**config.mk**
```make
export PLATFORM = sky130hd
export DESIGN_NAME = dma_initiator
export DESIGN_NICKNAME = d
export VERILOG_FILES = /design/src/dma_pkg.sv /design/src/dma_initiator.sv /design/src/dma_local_reader.sv /design/src/dma_noc_request.sv /design/src/dma_request_table.sv /design/src/dma_arb_rr.sv
export SDC_FILE = /design/constraint.sdc
export NUM_CORES = 1
export LEC_CHECK = 0
export ABC_AREA = 1
export BUFFER_PORTS_ARGS = -buffer_cell sky130_fd_sc_hd__clkbuf_2
export CAP_MARGIN = 20
export CORE_ASPECT_RATIO = 1.4
export CORE_MARGIN = 2
export CORE_UTILIZATION = 45
export CTS_BUF_LIST = sky130_fd_sc_hd__clkbuf_8
export CTS_CLUSTER_DIAMETER = 50
export DETAILED_ROUTE_END_ITERATION = 10
export GPL_TIMING_DRIVEN = 0
export PLACE_DENSITY_LB_ADDON = 0.1
export SYNTH_ARGS = -nofsm -noshare
export SYNTH_HDL_FRONTEND = slang
export SYNTH_SLANG_ARGS = --single-unit
```
**constraint.sdc**
```tcl
create_clock -name clk -period 6.64 [get_ports clk]
set_clock_uncertainty 0.05 [all_clocks]
set_input_delay 0.996 -clock clk [delete_from_list [all_inputs] [get_ports clk]]
set_output_delay 0.996 -clock clk [all_outputs]
set_load 0.02 [all_outputs]
```
**src/dma_pkg.sv**
```systemverilog
// Sizes, flit and header types, request table entry and memory port for the DMA initiator
package dma_pkg;

  //////////////////////////////////////////////////
  // Sizes

  // NoC address of this tile
  localparam logic [4:0] tile_id = 5'd3;
  localparam int table_entries = 4;
  localparam int pos_w = 2;
  // Flits per NoC packet
  localparam int noc_packet_size = 16;
  // Header and address flit take two slots
  localparam int max_payload = noc_packet_size - 2;
  // Transfer size in words
  localparam int size_w = 12;
  // Reader FIFO
  localparam int fifo_depth = 4;
  localparam int fifo_ptr_w = 2;

  //////////////////////////////////////////////////
  // Encodings

  typedef enum logic [1:0] {
    payload = 2'b00,
    header  = 2'b01,
    last    = 2'b10
  } flit_type_e;

  typedef enum logic [2:0] {
    dma = 3'd2
  } pkt_class_e;

  typedef enum logic [1:0] {
    l2r_req = 2'd0,
    r2l_req = 2'd1
  } pkt_type_e;

  typedef enum logic {
    l2r = 1'b0,
    r2l = 1'b1
  } dma_dir_e;

  // Request generator FSM
  typedef enum logic [3:0] {
    idle         = 4'd0,
    l2r_genhdr   = 4'd1,
    l2r_genaddr  = 4'd2,
    l2r_data     = 4'd3,
    r2l_genhdr   = 4'd4,
    r2l_gensize  = 4'd5,
    r2l_genraddr = 4'd6,
    r2l_genladdr = 4'd7
  } noc_req_state_e;

  //////////////////////////////////////////////////
  // Structures

  typedef struct packed {
    flit_type_e  flit_type;
    logic [31:0] content;
  } noc_flit_t;

  // Fills the content of a header flit, MSB first
  typedef struct packed {
    logic [4:0]        dest;
    pkt_class_e        pkt_class;
    logic [4:0]        source;
    pkt_type_e         pkt_type;
    logic [pos_w-1:0]  pkt_id;
    logic              req_last;
    logic [1:0]        reserved;
    logic [size_w-1:0] size;
  } noc_header_t;

  typedef struct packed {
    dma_dir_e          dir;
    logic [4:0]        rtile;
    logic [31:0]       laddr;
    logic [31:0]       raddr;
    logic [size_w-1:0] size;
  } dma_request_t;

  typedef struct packed {
    logic        rd;
    logic [31:0] addr;
  } mem_req_t;

endpackage
```
**src/dma_initiator.sv**
```systemverilog
// DMA initiator request side with request table, request generator and local reader
module dma_initiator (
  input  logic                              clk,
  input  logic                              rst,
  // Request table writes
  input  logic                              table_wr_en,
  input  logic [dma_pkg::pos_w-1:0]         table_wr_pos,
  input  dma_pkg::dma_request_t             table_wr_req,
  // Done reports from response path
  input  logic                              done_en,
  input  logic [dma_pkg::pos_w-1:0]         done_pos,
  // Local memory
  output dma_pkg::mem_req_t                 mem_req,
  input  logic [31:0]                       mem_rdata,
  // NoC output
  output dma_pkg::noc_flit_t                noc_out_flit,
  output logic                              noc_out_valid,
  input  logic                              noc_out_ready,
  // Occupied table entries
  output logic [dma_pkg::table_entries-1:0] valid
);

  logic [dma_pkg::pos_w-1:0] read_pos;
  dma_pkg::dma_request_t     read_req;
  logic                      req_start;
  logic                      word_valid, word_ready;
  logic [31:0]               word_data;

  dma_request_table u_table (
    .clk, .rst,
    .wr_en    (table_wr_en),
    .wr_pos   (table_wr_pos),
    .wr_req   (table_wr_req),
    .done_en, .done_pos,
    .read_pos, .read_req, .valid
  );

  dma_noc_request u_noc_req (
    .clk, .rst, .valid, .read_req, .read_pos,
    .done_en, .done_pos, .req_start,
    .word_valid, .word_data, .word_ready,
    .noc_out_flit, .noc_out_valid, .noc_out_ready
  );

  // Reader takes direction straight from the selected entry
  dma_local_reader u_reader (
    .clk, .rst, .req_start,
    .req_is_l2r (read_req.dir == dma_pkg::l2r),
    .req_laddr  (read_req.laddr),
    .req_size   (read_req.size),
    .mem_req, .mem_rdata, .word_valid, .word_data, .word_ready
  );

endmodule

```
**src/dma_local_reader.sv**
```systemverilog
// Local memory word reader with a small FIFO feeding the request generator
module dma_local_reader (
  input  logic                       clk,
  input  logic                       rst,
  // Start of a request from the generator
  input  logic                       req_start,
  input  logic                       req_is_l2r,
  input  logic [31:0]                req_laddr,
  input  logic [dma_pkg::size_w-1:0] req_size,
  // Local memory
  output dma_pkg::mem_req_t          mem_req,
  input  logic [31:0]                mem_rdata,
  // Word stream
  output logic                       word_valid,
  output logic [31:0]                word_data,
  input  logic                       word_ready
);

  logic [31:0]                   addr;
  // Words still to be read
  logic [dma_pkg::size_w-1:0]    left;
  // Read in flight, data arrives this cycle
  logic                          rd_q;
  logic [31:0]                   fifo_mem [dma_pkg::fifo_depth];
  logic [dma_pkg::fifo_ptr_w-1:0] wr_ptr, rd_ptr;
  logic [dma_pkg::fifo_ptr_w:0]   count, in_use;
  logic                          pop;

  // Count the read in flight so the FIFO never overruns
  assign in_use      = count + {{dma_pkg::fifo_ptr_w{1'b0}}, rd_q};
  assign mem_req.rd  = (left != '0) && (in_use < (dma_pkg::fifo_ptr_w + 1)'(dma_pkg::fifo_depth));
  assign mem_req.addr = addr;

  assign pop        = word_valid && word_ready;
  assign word_valid = count != '0;
  assign word_data  = fifo_mem[rd_ptr];

  always_ff @(posedge clk) begin
    if (rst) begin
      left   <= '0;
      rd_q   <= 1'b0;
      wr_ptr <= '0;
      rd_ptr <= '0;
      count  <= '0;
    end else begin
      rd_q <= mem_req.rd;
      if (req_start && req_is_l2r) begin
        left <= req_size;
      end else if (mem_req.rd) begin
        left <= left - 1'b1;
      end
      if (rd_q) begin
        wr_ptr <= wr_ptr + 1'b1;
      end
      if (pop) begin
        rd_ptr <= rd_ptr + 1'b1;
      end
      count <= count + {{dma_pkg::fifo_ptr_w{1'b0}}, rd_q} - {{dma_pkg::fifo_ptr_w{1'b0}}, pop};
    end
  end

  // Address and FIFO data
  always_ff @(posedge clk) begin
    if (req_start && req_is_l2r) begin
      addr <= req_laddr;
    end else if (mem_req.rd) begin
      addr <= addr + 32'd4;
    end
    if (rd_q) begin
      fifo_mem[wr_ptr] <= mem_rdata;
    end
  end

  // Each issued read must find a free slot when its data returns
  a_no_overflow: assert property (
    @(posedge clk) disable iff (rst)
    mem_req.rd |=> (count < (dma_pkg::fifo_ptr_w + 1)'(dma_pkg::fifo_depth)) || pop
  ) else $error("reader FIFO overflow");

endmodule

```
**src/dma_noc_request.sv**
```systemverilog
// Request generator with entry selection, open response tracking and NoC packet FSM
module dma_noc_request (
  input  logic                              clk,
  input  logic                              rst,
  // Request table
  input  logic [dma_pkg::table_entries-1:0] valid,
  input  dma_pkg::dma_request_t             read_req,
  output logic [dma_pkg::pos_w-1:0]         read_pos,
  // Completion from response path
  input  logic                              done_en,
  input  logic [dma_pkg::pos_w-1:0]         done_pos,
  // Local reader
  output logic                              req_start,
  input  logic                              word_valid,
  input  logic [31:0]                       word_data,
  output logic                              word_ready,
  // NoC output
  output dma_pkg::noc_flit_t                noc_out_flit,
  output logic                              noc_out_valid,
  input  logic                              noc_out_ready
);

  dma_pkg::noc_req_state_e state, nxt_state;

  logic [dma_pkg::table_entries-1:0] select, nxt_select, requests;
  logic [dma_pkg::table_entries-1:0] open_resp, nxt_open_resp;
  // Words sent in earlier packets of this request
  logic [dma_pkg::size_w-1:0] sent, nxt_sent;
  // Payload flit number and length of current packet
  logic [dma_pkg::size_w-1:0] pkt_count, nxt_pkt_count;
  logic [dma_pkg::size_w-1:0] pkt_size, nxt_pkt_size;
  logic [dma_pkg::size_w-1:0] remaining, hdr_size;
  logic                       hdr_last;
  logic                       arb_free;
  dma_pkg::noc_header_t       hdr;

  //////////////////////////////////////////////////
  // Entry selection

  // Grant frozen in the req_start cycle so reader and FSM see one entry
  assign arb_free = (state == dma_pkg::idle) && !req_start;
  assign requests = valid & ~open_resp & {dma_pkg::table_entries{arb_free}};

  dma_arb_rr u_arb (
    .req     (requests),
    .gnt     (select),
    .nxt_gnt (nxt_select)
  );

  // Select one-hot to table index
  always_comb begin
    read_pos = '0;
    for (int d = 0; d < dma_pkg::table_entries; d++) begin
      if (select[d]) begin
        read_pos = read_pos | dma_pkg::pos_w'(d);
      end
    end
  end

  //////////////////////////////////////////////////
  // Header fields

  // Final packet carries whatever is left
  assign remaining = read_req.size - sent;
  assign hdr_last  = remaining <= dma_pkg::size_w'(dma_pkg::max_payload);
  assign hdr_size  = hdr_last ? remaining : dma_pkg::size_w'(dma_pkg::max_payload);

  always_comb begin
    hdr.dest      = read_req.rtile;
    hdr.pkt_class = dma_pkg::dma;
    hdr.source    = dma_pkg::tile_id;
    hdr.pkt_type  = dma_pkg::l2r_req;
    hdr.pkt_id    = read_pos;
    hdr.req_last  = hdr_last;
    hdr.reserved  = '0;
    hdr.size      = hdr_size;
    // R2L is always a single packet, size travels in its own flit
    if (state == dma_pkg::r2l_genhdr) begin
      hdr.pkt_type = dma_pkg::r2l_req;
      hdr.req_last = 1'b1;
      hdr.size     = '0;
    end
  end

  //////////////////////////////////////////////////
  // Packet FSM

  always_comb begin
    nxt_state              = state;
    nxt_sent               = sent;
    nxt_pkt_count          = pkt_count;
    nxt_pkt_size           = pkt_size;
    nxt_open_resp          = open_resp;
    noc_out_valid          = 1'b0;
    noc_out_flit.flit_type = dma_pkg::payload;
    noc_out_flit.content   = '0;
    word_ready             = 1'b0;
    case (state)
      dma_pkg::idle: begin
        nxt_sent = '0;
        if (req_start) begin
          if (read_req.dir == dma_pkg::l2r) begin
            nxt_state = dma_pkg::l2r_genhdr;
          end else begin
            nxt_state = dma_pkg::r2l_genhdr;
          end
        end
      end
      dma_pkg::l2r_genhdr: begin
        noc_out_valid          = 1'b1;
        noc_out_flit.flit_type = dma_pkg::header;
        noc_out_flit.content   = hdr;
        nxt_pkt_size           = hdr_size;
        nxt_pkt_count          = dma_pkg::size_w'(1);
        if (noc_out_ready) begin
          nxt_state = dma_pkg::l2r_genaddr;
        end
      end
      dma_pkg::l2r_genaddr: begin
        noc_out_valid        = 1'b1;
        // Remote address advances one word per word already sent
        noc_out_flit.content = read_req.raddr + {{(30 - dma_pkg::size_w){1'b0}}, sent, 2'b00};
        if (noc_out_ready) begin
          nxt_state = dma_pkg::l2r_data;
        end
      end
      dma_pkg::l2r_data: begin
        // Words pass straight from reader FIFO to NoC
        noc_out_valid        = word_valid;
        noc_out_flit.content = word_data;
        word_ready           = noc_out_ready;
        if (pkt_count == pkt_size) begin
          noc_out_flit.flit_type = dma_pkg::last;
        end
        if (word_valid && noc_out_ready) begin
          nxt_pkt_count = pkt_count + 1'b1;
          if (pkt_count == pkt_size) begin
            if (sent + pkt_count == read_req.size) begin
              nxt_open_resp = open_resp | select;
              nxt_state     = dma_pkg::idle;
            end else begin
              nxt_sent  = sent + pkt_count;
              nxt_state = dma_pkg::l2r_genhdr;
            end
          end
        end
      end
      dma_pkg::r2l_genhdr: begin
        noc_out_valid          = 1'b1;
        noc_out_flit.flit_type = dma_pkg::header;
        noc_out_flit.content   = hdr;
        if (noc_out_ready) begin
          nxt_state = dma_pkg::r2l_gensize;
        end
      end
      dma_pkg::r2l_gensize: begin
        noc_out_valid        = 1'b1;
        noc_out_flit.content = {{(32 - dma_pkg::size_w){1'b0}}, read_req.size};
        if (noc_out_ready) begin
          nxt_state = dma_pkg::r2l_genraddr;
        end
      end
      dma_pkg::r2l_genraddr: begin
        noc_out_valid        = 1'b1;
        noc_out_flit.content = read_req.raddr;
        if (noc_out_ready) begin
          nxt_state = dma_pkg::r2l_genladdr;
        end
      end
      dma_pkg::r2l_genladdr: begin
        noc_out_valid          = 1'b1;
        noc_out_flit.flit_type = dma_pkg::last;
        noc_out_flit.content   = read_req.laddr;
        if (noc_out_ready) begin
          nxt_open_resp = open_resp | select;
          nxt_state     = dma_pkg::idle;
        end
      end
      default: begin
        nxt_state = dma_pkg::idle;
      end
    endcase
    // Response path closes the entry
    if (done_en) begin
      nxt_open_resp[done_pos] = 1'b0;
    end
  end

  always_ff @(posedge clk) begin
    if (rst) begin
      state     <= dma_pkg::idle;
      select    <= '0;
      open_resp <= '0;
      req_start <= 1'b0;
      sent      <= '0;
      pkt_count <= '0;
      pkt_size  <= '0;
    end else begin
      state     <= nxt_state;
      select    <= nxt_select;
      open_resp <= nxt_open_resp;
      // Pending entry seen while selection is still open
      req_start <= |requests;
      sent      <= nxt_sent;
      pkt_count <= nxt_pkt_count;
      pkt_size  <= nxt_pkt_size;
    end
  end

  //////////////////////////////////////////////////
  // Checks

  // Stalled flit must not change under the NoC
  a_flit_stable: assert property (
    @(posedge clk) disable iff (rst)
    noc_out_valid && !noc_out_ready |=> noc_out_valid && $stable(noc_out_flit)
  ) else $error("NoC flit changed while stalled");

  a_state_legal: assert property (
    @(posedge clk) disable iff (rst)
    state inside {dma_pkg::idle, dma_pkg::l2r_genhdr, dma_pkg::l2r_genaddr,
                  dma_pkg::l2r_data, dma_pkg::r2l_genhdr, dma_pkg::r2l_gensize,
                  dma_pkg::r2l_genraddr, dma_pkg::r2l_genladdr}
  ) else $error("request FSM in unlisted state %0h", state);

endmodule

```
**src/dma_request_table.sv**
```systemverilog
// Request table with four entries and valid bits, set by writes and cleared by done reports
module dma_request_table (
  input  logic                                clk,
  input  logic                                rst,
  // Write port from software side
  input  logic                                wr_en,
  input  logic [dma_pkg::pos_w-1:0]           wr_pos,
  input  dma_pkg::dma_request_t               wr_req,
  // Completion from response path
  input  logic                                done_en,
  input  logic [dma_pkg::pos_w-1:0]           done_pos,
  // Read port for request generator
  input  logic [dma_pkg::pos_w-1:0]           read_pos,
  output dma_pkg::dma_request_t               read_req,
  output logic [dma_pkg::table_entries-1:0]   valid
);

  //////////////////////////////////////////////////
  // Storage

  // Entry contents, only meaningful while valid
  dma_pkg::dma_request_t entries [dma_pkg::table_entries];

  always_ff @(posedge clk) begin
    if (wr_en) begin
      entries[wr_pos] <= wr_req;
    end
  end

  // Valid bits
  // Write sets, done clears, both take effect next cycle
  always_ff @(posedge clk) begin
    if (rst) begin
      valid <= '0;
    end else begin
      if (wr_en) begin
        valid[wr_pos] <= 1'b1;
      end
      if (done_en) begin
        valid[done_pos] <= 1'b0;
      end
    end
  end

  // Combinational read of the selected entry
  assign read_req = entries[read_pos];

  //////////////////////////////////////////////////
  // Checks

  // Software must wait for done before reusing an entry
  a_no_overwrite: assert property (
    @(posedge clk) disable iff (rst)
    wr_en |-> !valid[wr_pos]
  ) else $error("write to entry %0d that is still valid", wr_pos);

endmodule

```
**src/dma_arb_rr.sv**
```systemverilog
// Round-robin arbiter with one-hot grant that holds the grant when nothing requests
module dma_arb_rr (
  input  logic [dma_pkg::table_entries-1:0] req,
  input  logic [dma_pkg::table_entries-1:0] gnt,
  output logic [dma_pkg::table_entries-1:0] nxt_gnt
);

  // Index of current grant
  logic [dma_pkg::pos_w-1:0] cur;
  // Candidate index while rotating
  logic [dma_pkg::pos_w-1:0] idx;
  logic                      found;

  // One-hot to index, zero when no grant yet
  always_comb begin
    cur = '0;
    for (int i = 0; i < dma_pkg::table_entries; i++) begin
      if (gnt[i]) begin
        cur = dma_pkg::pos_w'(i);
      end
    end
  end

  // Search starts right after the current grant and wraps back to it
  always_comb begin
    nxt_gnt = gnt;
    found   = 1'b0;
    idx     = '0;
    for (int k = 1; k <= dma_pkg::table_entries; k++) begin
      // Index width makes the wrap implicit
      idx = cur + dma_pkg::pos_w'(k);
      if (!found && req[idx]) begin
        nxt_gnt      = '0;
        nxt_gnt[idx] = 1'b1;
        found        = 1'b1;
      end
    end
  end

endmodule

```
# --- Yosys cells after proc, flatten, opt, wreduce, memory -nomap -nowiden ---
# Memory sizes are Yosys's and may differ from the RTL's. A register that Yosys moved wholly into a read port is not among the register bits.
# Cells that the tools add are included.
word_totals:
  ramBits: 456
  regBits: 105
  out_inout_bits: 72
  n_memories: 2
  word_cells: 180
  inputBits: 123
memory_table:
  columns: ["memory", "words", "word_bits", "rd", "rd_ports_with_merged_regs", "write_ports", "line_no", "rtl"]
  rows:
  - ["u_table.entries", 4, 82, 1, 0, 1, "dma_request_table.sv:22", "dma_pkg::dma_request_t entries [dma_pkg::table_entries];"]
  - ["u_reader.fifo_mem", 4, 32, 1, 1, 1, "dma_local_reader.sv:24", "logic [31:0] fifo_mem [dma_pkg::fifo_depth];"]
classes:
  n_reduce_logical: 31
  mux: 78
  bitwise_logic: 9
  n_eq_ne: 19
  n_addsub: 13
  magnitude_cmp: 14
op_table:
  columns: ["op", "count"]
  rows:
  - ["case mux 32 bit (6 select lines)", 1]
  - ["two-way mux 12 bit", 8]
  - ["two-way mux 4 bit", 21]
  - ["two-way mux 32 bit", 2]
  - ["case mux 12 bit (2 select lines)", 2]
  - ["adder 32 x 14 -> 32 bit", 1]
  - ["adder 32 x 3 -> 32 bit (second input constant)", 1]
  - ["case mux 4 bit (8 select lines)", 1]
  - ["== test 12 bit", 2]
  - ["two-way mux 1 bit", 22]
  - ["less-than comparator 2 x 3 -> 1 bit (second input constant)", 6]
  - ["bitwise AND 4 bit", 4]
  - ["== test 4 x 3 -> 1 bit (second input constant)", 4]
  - ["logical AND 1 bit", 14]
  - ["two-way mux 2 bit", 7]
  - ["!= test 2 bit (second input constant)", 7]
  - ["adder 12 x 1 -> 12 bit (second input constant)", 1]
  - ["adder 12 bit", 1]
  - ["demux 1 bit (select 2 bit)", 6]
  - ["greater-or-equal comparator 2 x 1 -> 1 bit (second input constant)", 6]
  - ["less-or-equal comparator 12 x 4 -> 1 bit (second input constant)", 1]
  - ["nonzero test 12 bit", 1]
  - ["subtractor 12 x 1 -> 12 bit (second input constant)", 1]
  - ["subtractor 12 bit", 1]
  - ["27 further kinds", 43]

# --- Longest topological paths before layout ---
# Gate-level depths: netlist of run 1.
depth:
  word_depth: 16
  ltp_mapped: 23
  ltp_nobuf: 20

# --- Cells and area by module ---
# Synthesis of run 1 repeated with hierarchy kept, for this count alone.
hier_totals:
  hier_cells: 3085
  hier_area_um2: 28053.2
by_module_without_submodules:
  columns: ["module", "cells_each", "n_inst", "area_per_inst_um2", "seq_area_each_um2"]
  rows:
  - ["dma_request_table", 1237, 1, 13777.0, 9929.5]
  - ["dma_local_reader", 794, 1, 8164.1, 5245.0]
  - ["dma_noc_request", 953, 1, 5585.4, 960.9]
  - ["dma_arb_rr", 100, 1, 523.0, 0.0]
  - ["dma_initiator", 1, 1, 3.8, 0.0]

# --- Worst setup path after synthesis of run 1 ---
# OpenSTA, ideal clock, no wires.
synth_path:
  kind: "input -> register"
  start: "input table_wr_pos[1] (netlist bit)"
  end: "memory u_table.entries[0][0] (netlist bit) (enable)"
  setup_time_ps: 525
  cell_stages: 3
  arrival_ps: 4556
  setup_slack_ps: 1509
  required_time_ps: 6065
  n_path_buf: 0
  path_cell_list: "inv_1 nand2_1 nor2_1"
synth_lines:
  columns: ["element", "line_no", "rtl"]
  rows:
  - ["from (decl)", "dma_initiator.sv:7", "input logic [dma_pkg::pos_w-1:0] table_wr_pos,"]
  - ["to (decl)", "dma_request_table.sv:22", null]
# No word-level cell before the write port.

==> results_dict.tcl, run 1 <==
set metrics [dict create \
    worstSetupPathType "flop to output port" \
    drt_iter0_drc 1647 \
    synth_top_area_share_pct 55.6 \
    worst_slew_margin_rel_pct 13.0 \
    hold_class "flop to flop" \
    detail_route.wl_per_cell_microns 24.8 \
    gr-total-overflow 0 \
    tightestPinTransition_ns 1.30 \
    layout-drive-gt1-share_pct 16.7 \
    report.final.slew_viol_count 0 \
    antenna_found_initial 5 \
    outcome "complete, no violations" \
    pwr_density_cell_mw_per_mm2 418 \
    finalNonFillerCells 3664 \
    portBuffers 193 \
    worstPathMaxFanout 10 \
    timing.fmax_mhz 158 \
    synthArstFlopShare_pct 0 \
    clock_latency_ns 0.70 \
    grt_start_max_net_pins 35 \
    cp.buffers_inverters 9 \
    place_congestion 0.965 \
    cp.arrival_ns 5.27 \
    grt_usage_pct 29.7 \
    clk_pin_slew_worst_paths_ns 0.06 \
    avgSynthCellArea_sq_um 10.4 \
    min_period_over_period_pct 95.1 \
    leakagePower_nw 12.0 \
    placedCellCount 3496 \
    fill_cells 5400 \
    netlist_area_sq_mm 0.0264 \
    cts_buffer_depth 3 \
    finalSetupViolations 0 \
    synth_area_leaders "edfxtp_1, nand2_1, dfxtp_1, a21oi_1, nand3_1" \
    worstPathCellList "nor2_4 > buf_4 > buf_2 > buf_4 > clkbuf_4 > buf_4 > a21oi_1 > a32oi_2 > ha_1 > inv_1 > fa_1 > inv_1 > nand3_1 > o2111ai_1 > inv_1 > o21ai_1 > nand2_2 > o21ai_0 > nand2_1 > o21ai_2 > clkbuf_2" \
    synthFlopType "edfxtp_1" \
    setup_ws_ns 0.325 \
    area.sequential_sq_mm 0.0161 \
    die_w_microns 209 \
    hold_viol 0 \
    syn_inst 2541 \
    vias 20800 \
    cp-start-kind "flop" \
    coreArea_sq_mm 0.0583 \
    grt_pass1_wl_mm 132 \
    cts_tree "built" \
    start_util_pct 45.2 \
    die-height_microns 290 \
    area_growth_pct 15.2 \
    crit_family "buffers and inverters" \
    rows 105 \
    antenna_left 0 \
    yosysUniqueCellTypes 67 \
    ioPinCount 195 \
    cp-end-kind "output port" \
    nets 3019 \
    drv_cap 0 \
    yosysWarningCount 0 \
    finalWirelength_mm 90.7 \
    cpPeakStageDelay_ns 0.42 \
    cts-buffers-inserted 91 \
    ys_ff_latch 562 \
    cp_slowest_cell "fa_1" \
    synth_top_area_cell "edfxtp_1" \
    synth_most_common_cell "nand2_1" \
    cts_sinks 562 \
    vias_per_cell 5.67 \
    cts_root_buf "clkbuf_8" \
    period_needed_ns 6.32 \
    dp_hpwl_mm 68.0 \
    synth_top_cells_by_count "nand2_1, edfxtp_1, inv_1" \
    irDropWorstVdd_v 0.000241 \
    firstDrtPassIters 8 \
    drc 0 \
    crit_required_ns 5.59 \
    grt_pass1_vias 20700 \
    die_area_sq_mm 0.0606 \
    multi_input_area_sq_mm 0.00895 \
    ys_seq_area_share_pct 61.2 \
    cts_hold_buf 0 \
    htreeDepth 3 \
    dp_slack_ns 0.529 \
    syn-num-nets 2721 \
    synth_edf_count 488 \
]
==> final timing paths <==
kind / from / depth (start not counted) / slack (ns) / endpoint
max: u_noc_req.select[3]$_SDFFE_PP0P_ / 21 / 0.32 / noc_out_flit[24]
min: u_noc_req.pkt_size[6]$_SDFFE_PP0P_ / 2 / 0.41 / u_noc_req.pkt_size[6]$_SDFFE_PP0P_
max reg2reg: u_noc_req.select[2]$_SDFFE_PP0P_ / 18 / 2.89 / u_noc_req.pkt_size[2]$_SDFFE_PP0P_
min reg2reg: u_noc_req.pkt_size[6]$_SDFFE_PP0P_ / 2 / 0.41 / u_noc_req.pkt_size[6]$_SDFFE_PP0P_
==> layout by cell type, fill, tap and decap left out, types with 21 or more instances in the layout <==
master    count
dfxtp_1      72
o21ai_0      68
a22oi_1      29
ha_1         54
edfxtp_1    488
clkbuf_2    195
inv_1       207
a21oi_1     169
xor2_1       30
clkinv_1     24
nor3_1       21
nand4_1      41
xnor2_1      23
a221oi_1     24
nor2_1      135
o22ai_1      52
buf_2        22
clkbuf_1     44
nand2_2      29
clkbuf_8     97
inv_2        22
nand2_1     650
nand3_1     142
==> area by class of cell <==
cell class | count | area share [%]
diodes | 3 | 0.0247
plain buffers | 106 | 1.87
clock buffers | 97 | 4.39
clock inverters | 69 | 1.43
inverters | 210 | 2.60
multi-input cells | 1662 | 29.5
flip-flops and latches | 562 | 53.1
well taps | 749 | 3.08
repair buffers | 206 | 4.03
==> cell families after synthesis <==
kind of cell    share of synthesized area (%)
compound gates                           12.0
xor+xnor                                 1.76
fa+ha+maj                                2.79
buf+inv                                  5.09
flops                                    61.2
mux                                    0.0380
simple gates                             17.2
==> worst min-delay path: stages, from the launching register on <==
cell and delay [ns]:
dfxtp_1 0.32, nand2_1 0.06, nor2_1 0.03
==> power by group <==
| part | leakage (nW) | switching (mW) | total, mW | internal (mW) |
|---|---|---|---|---|
| logic | 5.84 | 3.70 | 5.13 | 1.43 |
| registers | 5.12 | 0.280 | 4.63 | 4.35 |
| clock network | 1.00 | 1.42 | 2.94 | 1.52 |
| total | 12.0 | 5.40 | 12.7 | 7.30 |
==> flip-flops by register name (all words and copies together) (netlist names), named ones only <==
| signal | cells |
|---|---|
| u_reader.wr_ptr | 2 |
| u_noc_req.open_resp | 4 |
| u_noc_req.pkt_count | 12 |
| u_reader.count | 3 |
| u_noc_req.pkt_size | 12 |
| u_reader.left | 12 |
| u_noc_req.state | 3 |
| u_noc_req.req_start | 1 |
| u_reader.rd_ptr | 2 |
| u_table.entries | 328 |
| u_noc_req.sent | 12 |
| u_reader.rd_q | 1 |
| u_table.valid | 4 |
| u_reader.fifo_mem | 128 |
| u_noc_req.select | 4 |
| u_reader.addr | 32 |
==> timing repair <==
| action | 4_1_cts | 5_1_grt |
|---|---|---|
| resized for setup | 6 | 15 |
| setup buffers | 0 | 0 |
| setup endpoints to repair | 13 | 16 |
==> layer usage <==
layer  GRT usage (%)  vias to the layer above  wire, microns
li1                -                     9639              -
met1            34.3                    10200          34600
met2            53.3                      762          46500
met3            4.94                      182           4980
met4            15.0                        4           4590
met5               0                        -             33
==> metrics by stage <==
step                TNS [ns]  total power, mW  hold WS, ns  instance area, sq um  utilization (%)
finish                     0             12.7        0.405                 30400             52.1
CTS                        0             12.7        0.406                 30300             52.0
floorplan                  0             7.73        0.379                 26400                -
detailed placement         0             9.77        0.397                 28600             49.0
global placement     -586.96             9.72        0.395                 28300             48.5
global route         -0.0244             13.3        0.434                 30400             52.1
Note: power is estimated with default switching activity, not from simulation.
==> run 2: changes to the inputs <==
- MAX_ROUTING_LAYER: unset -> met4
- RECOVER_POWER: unset -> 50
==> results_dict.tcl, run 2 (synthesis gave the netlist of run 1 again) <==
set metrics [dict create \
    largest_register_ffs 328 \
    rows 105 \
    cp.arrival_ns 5.31 \
    area_growth_pct 14.2 \
    post-cts-setup-buffer-count 0 \
    die_area_sq_mm 0.0606 \
    cp_slowest_cell "fa_1" \
    vias 20800 \
    htreeDepth 3 \
    drc 0 \
    cts_sinks 562 \
    firstDrtPassIters 6 \
    final_cell_mix "nand2_1, edfxtp_1, inv_1" \
    drv_cap 5 \
    cts_root_buf "clkbuf_8" \
    start_util_pct 45.2 \
    portBuffers 193 \
    detail_route.wl_per_cell_microns 25.0 \
    min_period_over_period_pct 95.8 \
    design_area_sq_mm 0.0301 \
    antenna_found_initial 4 \
    outcome "finished with violations" \
    switching_share_pct 42.8 \
    grt_pass1_wl_mm 132 \
    worst_slew_margin_rel_pct -61.1 \
    rsz0062_at_grt "false" \
    worstPathCellList "nor2_4 > buf_4 > buf_2 > buf_4 > clkbuf_4 > buf_4 > a21oi_1 > a32oi_2 > ha_1 > inv_1 > fa_1 > inv_1 > nand3_1 > o2111ai_1 > inv_1 > o21ai_2 > nand2_1 > o21ai_0 > nand2_1 > o21ai_1 > clkbuf_2" \
    leakagePower_nw 11.6 \
    die-height_microns 290 \
    fill_cells 5478 \
    nets 3018 \
    seqPwrFrac_pct 36.7 \
    hold_class "flop to flop" \
    antenna_left 0 \
    power.net_switching_mw 5.39 \
    period_needed_ns 6.36 \
    registers.top_by_ff_count "u_table.entries" \
    cp-end-kind "output port" \
    worstPathMaxFanout 10 \
    combinationalPowerShare_pct 40.6 \
    drt_iter0_drc 1707 \
    p_int_mw 7.21 \
    cts_tree "built" \
    finalSetupViolations 0 \
    cp-start-kind "flop" \
    p_clk_share_pct 22.6 \
    fin_util_pct 51.6 \
    top_regs "u_table.entries x328, u_reader.fifo_mem x128, u_reader.addr x32" \
    cpPeakStageDelay_ns 0.42 \
    irDropWorstVdd_v 0.000287 \
    layout-drive-gt1-share_pct 12.0 \
    grt_start_max_net_pins 35 \
    hold_viol 0 \
    timing.fmax_mhz 157 \
    report.final.slew_viol_count 112 \
    pwr_density_cell_mw_per_mm2 419 \
    clk_pin_slew_worst_paths_ns 0.07 \
    power_mw 12.6 \
    place_congestion 0.970 \
    ioPinCount 195 \
    cts-buffers-inserted 90 \
    coreArea_sq_mm 0.0583 \
    grt_usage_pct 30.8 \
    violations "max-capacitance violations, max-slew violations" \
    finalWirelength_mm 91.4 \
    die_w_microns 209 \
    vias_per_cell 5.68 \
    post_dp_cell_area_sq_mm 0.0286 \
    gr-total-overflow 0 \
    dp_hpwl_mm 68.6 \
    cts_buffer_depth 3 \
    grt_pass1_vias 20200 \
    tightestPinTransition_ns 2.41 \
    layout_commonest_cell "nand2_1" \
    clock_latency_ns 0.71 \
    crit_required_ns 5.59 \
    worstSetupPathType "flop to output port" \
]
run 2: cell types whose count changed in the layout (fill, tap and decap cells not counted), moves of 3 or more:
cell | previous run | this run
clkinv_2 | 13 | 4
clkbuf_2 | 195 | 78
clkinv_1 | 24 | 19
nor2_4 | 10 | 7
nor2_1 | 135 | 138
inv_1 | 207 | 221
clkbuf_1 | 44 | 163
buf_12 | 10 | 7
run 2: power groups by stage:
stage | clock (mW) | combinational [mW] | sequential (mW)
finish | 2.85 | 5.12 | 4.63
global route | 3.04 | 5.52 | 4.67
CTS | 2.90 | 5.12 | 4.62
detailed placement | 0 | 5.09 | 4.69
global placement | 0 | 5.02 | 4.70
floorplan | 0 | 2.99 | 4.74
run 2: per-layer routing:
layer / vias up / wire length (microns) / track usage, %
li1: 9612 / - / -
met5: - / 0 / -
met3: 177 / 4900 / 3.91
met2: 806 / 47000 / 53.6
met1: 10200 / 35100 / 35.3
met4: 0 / 4450 / 14.7
run 2: what timing repair did:
action | CTS | global route
hold buffers | 0 | 0
pin swaps | 0 | 0
resized for setup | 7 | 12
endpoints found under the setup margin | 13 | 13
run 2: critical path, delay by kind of cell, from the launching register on:
| kind | cells | cell delay [ns] |
|---|---|---|
| AOI/OAI and AO/OA | 6 | 1.28 |
| adders and majority gates | 2 | 0.68 |
| buffers and inverters | 9 | 1.72 |
| DFF | 1 | 0.38 |
| and+or+nand+nor | 4 | 0.52 |
run 2: area by class of cell:
cell class                      instances  area, sq um  area share [%]
Antenna cell                            4         10.0          0.0333
Buffer                                106          566            1.88
Clock buffer                           95         1310            4.34
Clock inverter                         67          390            1.30
Inverter                              210          791            2.63
Multi-Input combinational cell       1662         8920            29.6
Sequential cell                       562        16100            53.6
Tap cell                              749          937            3.11
Timing Repair Buffer                  206         1040            3.45
run 2: metrics by stage:
| stage | setup slack [ns] | instances | hold WS (ns) | setup TNS (ns) |
|---|---|---|---|---|
| finish | 0.282 | 3661 | 0.407 | 0 |
| global route | 0.0367 | 3661 | 0.429 | 0 |
| CTS | 0.0165 | 3657 | 0.401 | 0 |
| detailed placement | 0.547 | 3495 | 0.396 | 0 |
| global placement | -1.83 | 3483 | 0.394 | -573.85 |
| floorplan | 1.51 | 2541 | 0.379 | 0 |
run 2: final timing paths:
check / startpoint / endpoint / slack [ns] / depth (start not counted)
worst max register to register: u_noc_req.select[2]$_SDFFE_PP0P_ / u_noc_req.pkt_size[2]$_SDFFE_PP0P_ / 2.86 / 18
worst min-delay path: u_noc_req.pkt_size[6]$_SDFFE_PP0P_ / u_noc_req.pkt_size[6]$_SDFFE_PP0P_ / 0.41 / 2
worst min register to register: u_noc_req.pkt_size[6]$_SDFFE_PP0P_ / u_noc_req.pkt_size[6]$_SDFFE_PP0P_ / 0.41 / 2
worst max-delay path: u_noc_req.select[1]$_SDFFE_PP0P_ / noc_out_flit[24] / 0.28 / 21
